$ cat config.mk
export PLATFORM = sky130hd
export DESIGN_NAME = lifeHudTop
export DESIGN_NICKNAME = d
export VERILOG_FILES = /design/src/verilog/hudPkg.sv /design/src/verilog/hudIfs.sv /design/src/verilog/iconBitmap.sv /design/src/verilog/lifeCounter.sv /design/src/verilog/lifeHudTop.sv /design/src/verilog/lifeIconDraw.sv /design/src/verilog/pixelScanner.sv
export SDC_FILE = /design/constraint.sdc
export NUM_CORES = 1
export LEC_CHECK = 0
export BUFFER_PORTS_ARGS = -buffer_cell sky130_fd_sc_hd__clkbuf_2
export CORE_UTILIZATION = 57
export DETAILED_ROUTE_END_ITERATION = 8
export HOLD_SLACK_MARGIN = 0.03
export PLACE_DENSITY = 0.88
export REMOVE_ABC_BUFFERS = 1
export SYNTH_ARGS = -nofsm -noshare
export SYNTH_HDL_FRONTEND = slang
export SYNTH_SLANG_ARGS = --single-unit
$ cat constraint.sdc
create_clock -name clk -period 4.9 [get_ports clk]
set_input_delay 1.225 -clock clk [delete_from_list [all_inputs] [get_ports clk]]
set_output_delay 1.225 -clock clk [all_outputs]
set_load 0.03 [all_outputs]
$ cat src/verilog/heartIcon.mem
// heart mask, one 16-bit hex word per row from row 0 down, bit 15 is the left column
0000
3C3C
7E7E
FFFF
FFFF
FFFF
FFFF
7FFE
3FFC
1FF8
0FF0
07E0
03C0
0180
0000
0000

$ cat src/verilog/hudPkg.sv
`default_nettype none

package hudPkg;

	// raster coordinate, wide enough for a full 640x480 screen
	typedef logic [10:0] coordT; // unsigned pixel x or y

	// RGB332 colour word
	typedef logic [7:0] colorT; // rrr ggg bb

	// bitmap code for a see-through pixel
	localparam colorT TRANSPARENT = 8'hFF; // never reaches the screen

	// icons are square
	localparam int ICON_SIZE = 16; // width and height in pixels

	// heart mask, one 16-bit hex row per line, bit 15 is the left column
	localparam string MASK_FILE = "/design/src/verilog/heartIcon.mem"; // relative to the run dir

endpackage

`default_nettype wire

$ cat src/verilog/hudIfs.sv
`timescale 1ns/1ps
`default_nettype none

// raster position from the scanner, one pixel per clock, no back-pressure
interface scanIf import hudPkg::*; ();
	coordT pixelX; // current column
	coordT pixelY; // current row
	logic pixelValid; // scanner is running
	logic frameStart; // high with pixel (0,0)

	modport source (output pixelX, pixelY, pixelValid, frameStart);
	modport sink (input pixelX, pixelY, pixelValid, frameStart);
endinterface

// bracket result from the icon drawer, pixel position travels along
interface spriteIf import hudPkg::*; ();
	coordT offsetX; // column inside the icon
	coordT offsetY; // row inside the icon
	logic drawingRequest; // pixel lies inside a shown icon
	logic pixelValid; // word is a real pixel
	coordT pixelX; // screen column of this word
	coordT pixelY; // screen row of this word

	modport source (output offsetX, offsetY, drawingRequest, pixelValid, pixelX, pixelY);
	modport sink (input offsetX, offsetY, drawingRequest, pixelValid, pixelX, pixelY);
endinterface

`default_nettype wire

$ cat src/verilog/iconBitmap.sv
`timescale 1ns/1ps
`default_nettype none

module iconBitmap import hudPkg::*; #(
	parameter colorT ICON_COLOR = 8'h6B,
	parameter colorT BG_COLOR = 8'h00
) (
	input logic clk,
	input logic resetN,
	spriteIf.sink sprite,
	output colorT rgb,
	output logic rgbValid,
	output coordT outX,
	output coordT outY
);

	logic [15:0] maskTable [0:ICON_SIZE-1]; // heart shape, row per word
	logic [15:0] maskRow;
	logic maskBit; // opaque pixel of the heart
	colorT iconPixel; // sprite layer alone
	colorT mergedPixel; // sprite over background

	initial begin
		$readmemh(MASK_FILE, maskTable);
	end

	assign maskRow = maskTable[sprite.offsetY[3:0]];
	assign maskBit = maskRow[4'(ICON_SIZE - 1) - sprite.offsetX[3:0]]; // bit 15 is column 0

	assign iconPixel = (sprite.drawingRequest && maskBit) ? ICON_COLOR : TRANSPARENT;

	// see-through pixels show the background
	assign mergedPixel = (iconPixel == TRANSPARENT) ? BG_COLOR : iconPixel;

	always_ff @(posedge clk or negedge resetN) begin
		if (!resetN)
			rgbValid <= 1'b0;
		else
			rgbValid <= sprite.pixelValid;
	end

	// colour and position leave together
	always_ff @(posedge clk) begin
		rgb <= mergedPixel;
		outX <= sprite.pixelX;
		outY <= sprite.pixelY;
	end

endmodule

`default_nettype wire

$ cat src/verilog/lifeCounter.sv
`timescale 1ns/1ps
`default_nettype none

module lifeCounter #(
	parameter int MAX_LIVES = 3
) (
	input logic clk,
	input logic resetN,
	input logic enable, // die events only count while high
	input logic restart, // reload full lives, wins over a die
	input logic dieReq, // four-phase request from the game
	output logic dieAck,
	output logic [3:0] lifeCount,
	output logic lostAllLives
);

	logic dieAccept; // new request, not yet acknowledged
	logic [3:0] nextCount;

	// a request is taken once, on the edge where ack is still low
	assign dieAccept = dieReq && !dieAck;

	always_comb begin
		nextCount = lifeCount;
		if (restart)
			nextCount = 4'(MAX_LIVES); // priority over the die event
		else if (dieAccept && enable && lifeCount != 4'd0)
			nextCount = lifeCount - 4'd1; // one life per accepted die
	end

	// ack follows the request by one clock, which gives the four phases:
	// req up -> ack up (count updated on the same edge) -> req down -> ack down
	always_ff @(posedge clk or negedge resetN) begin
		if (!resetN) begin
			lifeCount <= 4'(MAX_LIVES);
			dieAck <= 1'b0;
		end
		else begin
			lifeCount <= nextCount;
			dieAck <= dieReq; // also acks when gated or already at zero
		end
	end

	// set exactly while the count sits at zero
	assign lostAllLives = (lifeCount == 4'd0);

endmodule

`default_nettype wire

$ cat src/verilog/lifeHudTop.sv
`timescale 1ns/1ps
`default_nettype none

module lifeHudTop import hudPkg::*; #(
	parameter int FRAME_W = 64,
	parameter int FRAME_H = 24,
	parameter int MAX_LIVES = 3,
	parameter int HUD_X = 8,
	parameter int HUD_Y = 4,
	parameter int ICON_PITCH = 18,
	parameter colorT ICON_COLOR = 8'h6B,
	parameter colorT BG_COLOR = 8'h00
) (
	input logic clk,
	input logic resetN,
	input logic enable,
	input logic restart,
	input logic dieReq,
	output logic dieAck,
	output logic [3:0] lifeCount,
	output logic lostAllLives,
	output colorT rgb, // two clocks behind the scanner
	output logic rgbValid,
	output coordT outX,
	output coordT outY
);

	scanIf scanBus (); // scanner to drawer
	spriteIf spriteBus (); // drawer to bitmap

	pixelScanner #(
		.FRAME_W (FRAME_W),
		.FRAME_H (FRAME_H)
	) scanner0 (
		.clk (clk),
		.resetN (resetN),
		.scan (scanBus.source)
	);

	lifeCounter #(
		.MAX_LIVES (MAX_LIVES)
	) counter0 (
		.clk (clk),
		.resetN (resetN),
		.enable (enable),
		.restart (restart),
		.dieReq (dieReq),
		.dieAck (dieAck),
		.lifeCount (lifeCount),
		.lostAllLives (lostAllLives)
	);

	lifeIconDraw #(
		.MAX_LIVES (MAX_LIVES),
		.HUD_X (HUD_X),
		.HUD_Y (HUD_Y),
		.ICON_PITCH (ICON_PITCH)
	) draw0 (
		.clk (clk),
		.resetN (resetN),
		.lifeCount (lifeCount),
		.scan (scanBus.sink),
		.sprite (spriteBus.source)
	);

	iconBitmap #(
		.ICON_COLOR (ICON_COLOR),
		.BG_COLOR (BG_COLOR)
	) bitmap0 (
		.clk (clk),
		.resetN (resetN),
		.sprite (spriteBus.sink),
		.rgb (rgb),
		.rgbValid (rgbValid),
		.outX (outX),
		.outY (outY)
	);

endmodule

`default_nettype wire

$ cat src/verilog/lifeIconDraw.sv
`timescale 1ns/1ps
`default_nettype none

module lifeIconDraw import hudPkg::*; #(
	parameter int MAX_LIVES = 3,
	parameter int HUD_X = 8,
	parameter int HUD_Y = 4,
	parameter int ICON_PITCH = 18
) (
	input logic clk,
	input logic resetN,
	input logic [3:0] lifeCount,
	scanIf.sink scan,
	spriteIf.source sprite
);

	logic [3:0] livesLatched; // count frozen at frame start
	logic [3:0] livesNow; // count used for the current pixel
	logic inRow; // pixel is on the icon rows
	logic hit; // some shown icon covers the pixel
	coordT hitOffX;
	coordT hitOffY;

	// left edge of icon k
	function automatic int iconLeft(input int k);
		return HUD_X + k * ICON_PITCH;
	endfunction

	// the origin pixel itself already sees the fresh count
	assign livesNow = scan.frameStart ? lifeCount : livesLatched;
	assign inRow = (int'(scan.pixelY) >= HUD_Y) && (int'(scan.pixelY) < HUD_Y + ICON_SIZE);

	// lowest matching index wins, icons past the live count stay hidden
	always_comb begin
		hit = 1'b0;
		hitOffX = '0; // no icon, zero offsets
		hitOffY = '0;
		for (int k = 0; k < MAX_LIVES; k++) begin
			if (!hit && inRow && k < int'(livesNow)
					&& int'(scan.pixelX) >= iconLeft(k)
					&& int'(scan.pixelX) < iconLeft(k) + ICON_SIZE) begin
				hit = 1'b1;
				hitOffX = coordT'(int'(scan.pixelX) - iconLeft(k)); // from top-left corner
				hitOffY = coordT'(int'(scan.pixelY) - HUD_Y);
			end
		end
	end

	always_ff @(posedge clk or negedge resetN) begin
		if (!resetN) begin
			livesLatched <= 4'(MAX_LIVES);
			sprite.drawingRequest <= 1'b0;
			sprite.pixelValid <= 1'b0;
		end
		else begin
			if (scan.pixelValid && scan.frameStart)
				livesLatched <= lifeCount; // held for the whole frame
			sprite.drawingRequest <= scan.pixelValid && hit;
			sprite.pixelValid <= scan.pixelValid;
		end
	end

	// payload, qualified by pixelValid
	always_ff @(posedge clk) begin
		sprite.offsetX <= hitOffX;
		sprite.offsetY <= hitOffY;
		sprite.pixelX <= scan.pixelX;
		sprite.pixelY <= scan.pixelY;
	end

endmodule

`default_nettype wire

$ cat src/verilog/pixelScanner.sv
`timescale 1ns/1ps
`default_nettype none

module pixelScanner import hudPkg::*; #(
	parameter int FRAME_W = 64,
	parameter int FRAME_H = 24
) (
	input logic clk,
	input logic resetN,
	scanIf.source scan
);

	logic lastX; // on the right-most column
	logic lastY; // on the bottom row

	assign lastX = (scan.pixelX == coordT'(FRAME_W - 1));
	assign lastY = (scan.pixelY == coordT'(FRAME_H - 1));

	always_ff @(posedge clk or negedge resetN) begin
		if (!resetN) begin
			scan.pixelX <= '0;
			scan.pixelY <= '0;
			scan.pixelValid <= 1'b0;
			scan.frameStart <= 1'b0;
		end
		else if (!scan.pixelValid) begin
			scan.pixelValid <= 1'b1; // first clock out of reset shows the origin
			scan.frameStart <= 1'b1;
		end
		else begin
			scan.frameStart <= lastX && lastY; // next pixel wraps to (0,0)
			if (lastX) begin
				scan.pixelX <= '0;
				if (lastY)
					scan.pixelY <= '0; // end of frame
				else
					scan.pixelY <= scan.pixelY + coordT'(1);
			end
			else begin
				scan.pixelX <= scan.pixelX + coordT'(1);
			end
		end
	end

endmodule

`default_nettype wire
# --- Yosys cells after proc, flatten, opt, wreduce, memory -nomap -nowiden ---
# Index checks and enable logic that the tools add are counted.
totals:
  out_inout_bits: 37
  inputBits: 5
  register_bits: 92
  word_cells: 79
op_classes:
  eq_ne: 3
  add_sub_neg: 7
  mux: 15
  reduce_logical: 26
  magnitude_cmp: 12
op_table:
  columns: ["operator", "count"]
  rows:
  - ["$mux W4", 6]
  - ["$add A11 B1 Y11 const B", 2]
  - ["$lt A11 B5 Y1 const B", 2]
  - ["$lt A11 B6 Y1 const B", 2]
  - ["$mux W11", 2]
  - ["$logic_and A1 B1 Y1", 19]
  - ["$sub A4 B4 Y4 const B", 3]
  - ["$eq A11 B5 Y1 const B", 1]
  - ["$eq A11 B6 Y1 const B", 1]
  - ["$ge A11 B3 Y1 const B", 1]
  - ["$ge A11 B4 Y1 const B", 1]
  - ["$ge A11 B5 Y1 const B", 1]
  - ["$ge A11 B6 Y1 const B", 1]
  - ["$eq A8 B8 Y1 const B", 1]
  - ["$lt A1 B4 Y1 const A", 2]
  - ["$mux W8", 1]
  - ["$lt A4 B5 Y1 const B", 1]
  - ["$mux W1", 5]
  - ["$bmux W1 S4", 1]
  - ["$logic_not A4 Y1", 1]
  - ["$lt A2 B4 Y1 const A", 1]
  - ["$reduce_bool A4 Y1", 1]
  - ["$sub A4 B1 Y4 const B", 1]
  - ["$sub A4 B4 Y4 const A", 1]
  - ["3 further kinds", 5]

# --- Logic depth before layout (Yosys ltp) ---
depth:
  ltp_word: 19
  mapped_depth: 6

# --- Cells and area by module ---
# From an unflattened synthesis, not the netlist that was laid out.
unflattened:
  cells_unflattened: 362
  hier_area_um2: 3982.6
by_module_without_submodules:
  columns: ["mod", "cells_each", "n_inst", "area_per_inst_um2", "seq_area_each_um2"]
  rows:
  - ["lifeIconDraw", 189, 1, 2014.4, 1033.5]
  - ["pixelScanner", 114, 1, 1161.1, 600.6]
  - ["iconBitmap", 32, 1, 529.3, 465.4]
  - ["lifeCounter", 27, 1, 277.8, 127.6]

# --- Worst setup path after synthesis ---
# OpenSTA, ideal clock, no wires.
synth_timing:
  path_kind: "register to output"
  from: "register counter0.lifeCount[0]"
  to: "output port lostAllLives"
  path_slack_ns: 2.141
  path_stages_with_launch: 4
  n_path_buf: 0
  arrival_time_ns: 1.534
  path_cell_list: "dfstp_2 inv_1 ha_1 nor3b_1"
synth_via:
  elab_chain_len: 1
synth_rtl:
  columns: ["element", "line", "source"]
  rows:
  - ["start, declared", "lifeCounter.sv:13", "output logic [3:0] lifeCount,"]
  - ["start signal, assigned", "lifeCounter.sv:35", "lifeCount <= 4'(MAX_LIVES);"]
  - ["start signal, assigned", "lifeCounter.sv:39", "lifeCount <= nextCount;"]
  - ["$logic_not A4 Y1", "lifeCounter.sv:45", "assign lostAllLives = (lifeCount == 4'd0);"]
  - ["end, declared", "lifeHudTop.sv:21", "output logic lostAllLives,"]
# No other way between the ends.

# --- Worst setup path in the final report ---
# Same ends and word-level chain as after synthesis.

==> summary by stage <==
Global routing
The initial antenna violation count is 0. The total congestion overflow is 0. The via count of the first global-routing pass is 1301. The overall track demand over capacity in global routing is 19.27%. Entering global routing, the biggest net connects 31 pins. The wire length of the first global-routing pass is 5.816 mm.

Yosys
The most common cell in the synthesized netlist is dfxtp_1. The cell count after synthesis came out at 184. Counting flops with a built-in enable in the synthesized netlist gives 0. Sequential elements use 69.73% of the synthesized area. After synthesis, the largest area contributor takes up 37.59% of total cell area. The synthesis warning total is 0. Synthesis inferred 74 register bits. The post-synthesis cell area is 2343 µm². The commonest cells after synthesis are dfxtp_1, dfrtp_1, nand2_1. The average instance in the mapped netlist occupies 12.74 µm². After synthesis, the cell types taking the most area are dfxtp_1, dfrtp_1, xnor2_1. The count of different cell masters after synthesis is 35. Counting flops with an async set or reset pin after synthesis yields a share of 40.54%. For this run, the leading register cell type out of synthesis is dfxtp_1. Of all cell types, the one taking the most synthesized area is dfxtp_1.

Worst setup path
STA classifies the critical path endpoint as an output pin. The critical path is of the flop to output pin type. The slowest stage of the critical path belongs to the cell nor3b_1. The endpoint arrival time on the critical path is 1.69 ns. The nature of the critical path startpoint is a flop. The critical path goes through inv_1 > ha_1 > nor3b_1 > clkbuf_2. Of all nets on the critical path, the largest fanout is 4. At the worst endpoint, the required time is 3.67 ns. The highest cell delay on the worst timing path is 0.42 ns.

Clock network
The H-tree depth is 3. After clock tree synthesis, the clock-pin slew on the worst setup and hold paths is 0.07 ns. Buffers inserted during clock tree synthesis total 9. The source-to-sink clock delay at the later pin of the worst-skew pair is 0.33 ns. The clock sink total is 74. The number of buffers between clock root and the deepest sink is 2. Once the clock tree was built, the resizer swapped 0 gates to a different size. The cts-stage hold buffer count is 0. Once the clock tree was built, the setup fixing pass inserted 0 buffers.

The tree is rooted in a clkbuf_8. The TritonCTS clock tree is built.

STA
The final clock skew is 0.008411 ns. The final count of hold timing violations was 0. The final worst hold slack is 0.3273 ns. For the finished layout, the period the worst path requires is 2.912 ns. At the pin with the least slew margin, the transition time is 0.7599 ns. The count of pins over their slew limit was 0. The maximum clock frequency is 0.3434 GHz. The final number of setup-violating endpoints is 0. The final worst-path setup slack is 1.988 ns. The portion of the clock cycle consumed by the worst path in the final layout is 59.44%. Setup repair after global routing left no endpoint under its margin.

The tightest slew margin relative to the limit is 49.34%. Adding up every negative setup slack in the final design gives 0 ns.

Floorplanning
After floorplanning, the core was divided into 22 placement rows. The I/O pin total is 42. The die is 66.12 µm tall.

The initial utilization of the core area, before any placement, comes to 61.69%. The die covers 4372 µm². In this run the standard cell core region covers 3799 µm². In this run the horizontal extent of the chip is 66.12 µm.

Pwr
The leakage power is 1.292 nW. The total power density per cell area is 465.9 nW/µm². The worst supply voltage drop on vdd is 0.2527 mV. The overall power after layout is 1.273 mW.

Routing
In this run the remaining antenna-violating nets after routing total 0. Dividing the detail-routed via count by the number of cells gives 5.104. The total iterations of the first detailed-routing run is 6. The final route contains 1429 vias. In the routed design, unresolved DRC markers number 0.

After the first detailed-routing iteration, the DRC count stood at 111. The final wirelength is 3.471 mm. Dividing the detail-routed wire length by the instance count gives 12.40 µm.

Layout
The final layout contains 236 nets. Of the cells placed in the final design, the portion with a size suffix greater than 1 is 25.00%. Relative to the synthesized area, the layout overhead comes to 16.60%. The antenna diode instance count is 0. Excluding fillers, the count of instances in the completed layout stands at 280.

Run
The max capacitance violation total is 0.

Placed design
The half-perimeter wire length after placement is 2.321 mm. The worst slack after detailed placement is 2.349 ns. The number of port buffers is 33. Routability-driven placement finished with a final weighted congestion of 0.7823.

Once placement completed, the tool counted placed cells totaling 264.

Run status
The flow ran to the end, and the final reports show no timing, DRC or antenna violations.

Min path
The path class of the tightest hold or removal check is flop to flop.
-- cells in the final DEF, fill, tap and decap left out, types with 2 or more instances in the layout --
cell type / netlist / routed
nor2_1: 13 / 13
clkbuf_2: 0 / 33
or4_4: 2 / 2
mux2_2: 2 / 2
o21ai_0: 3 / 3
xor2_1: 5 / 5
nor4b_1: 2 / 2
inv_1: 4 / 4
nand2b_1: 3 / 3
dfstp_2: 2 / 2
xnor2_1: 10 / 10
or3_1: 2 / 2
clkinv_2: 0 / 3
nand3_1: 6 / 6
nand4_1: 8 / 8
nor3_1: 2 / 2
nand2_1: 16 / 16
clkbuf_8: 0 / 10
dfrtp_1: 28 / 28
a41oi_1: 2 / 2
ha_1: 4 / 4
conb_1: 2 / 9
dfxtp_1: 44 / 44
nor4_1: 3 / 3
-- final timing paths --
| kind | to | depth (start not counted) | startpoint | slack (ns) |
|---|---|---|---|---|
| setup / recovery | lostAllLives | 4 | counter0.lifeCount[0]$_DFFE_PN1P_ | 1.99 |
| hold / removal | bitmap0.outX[8]$_DFF_P_ | 0 | draw0.sprite.pixelX[8]$_DFF_P_ | 0.33 |
| setup reg to reg | scanner0.scan.pixelY[6]$_DFFE_PN0P_ | 5 | scanner0.scan.pixelX[7]$_DFFE_PN0P_ | 2.64 |
| hold reg to reg | bitmap0.outX[8]$_DFF_P_ | 0 | draw0.sprite.pixelX[8]$_DFF_P_ | 0.33 |
| max in group asynchronous | scanner0.scan.pixelX[2]$_DFFE_PN0P_ | 1 | resetN | 3.47 |
| min in group asynchronous | scanner0.scan.pixelY[5]$_DFFE_PN0P_ | 1 | resetN | 0.95 |
-- routing by layer --
| metal | share of wire (%) | routed length (µm) | global-route usage, % |
|---|---|---|---|
| met5 | 0 | 0 | 0 |
| met4 | 3.6 | 125 | 10.64 |
| met3 | 4.2 | 147 | 9.828 |
| met2 | 49 | 1718 | 29.85 |
| met1 | 43 | 1479 | 21.35 |
-- report_power, final --
group / switching (mW) / internal, mW
combinational: 0.0816 / 0.0339
clock: 0.204 / 0.247
sequential: 0.0400 / 0.667
-- stage by stage --
stage	instance area, µm²	utilization (%)
floorplan	2305	-
global placement	2537	66.80
detailed placement	2537	66.80
CTS	2733	71.94
global route	2733	71.94
finish	2733	71.94
-- sequential cells by signal (all words and copies together) (netlist names) --
name,cells
counter0.dieAck,1
draw0.sprite.pixelY,11
counter0.lifeCount,4
bitmap0.outX,11
draw0.sprite.pixelX,11
bitmap0.outY,11
draw0.sprite.pixelValid,1
scanner0.scan.pixelX,11
scanner0.scan.pixelY,11
scanner0.scan.pixelValid,1
bitmap0.rgbValid,1
-- cells by family (layout without fill, tap and decap cells) --
family | after synthesis | count (layout) | synth area share, %
other | 2 | 9 | 0.3205
flip-flops | 74 | 74 | 69.73
buffers and inverters | 13 | 54 | 3.417
XOR/XNOR | 15 | 15 | 5.606
adder cells (fa/ha/maj) | 4 | 4 | 2.136
AND/OR/NAND/NOR | 63 | 63 | 14.42
multiplexers | 3 | 3 | 1.388
AO/OA/AOI/OAI | 10 | 10 | 2.990
-- area by class of cell --
type	count	area [µm²]
clock buffer	11	141.4
clock inverter	5	53.80
fill	258	1066
inverter	4	15.01
multi-input combinational	104	655.6
sequential	74	1634
tap	48	60.06
timing repair buffer	34	172.7
-- worst max-delay path: cells and delay by family (launching register included) --
| family | cells | cell delay (ns) |
|---|---|---|
| buf+inv | 2 | 0.40 |
| flops | 1 | 0.37 |
| fa+ha+maj | 1 | 0.17 |
| simple gates | 1 | 0.42 |
Power figures use the tool's default switching activity.
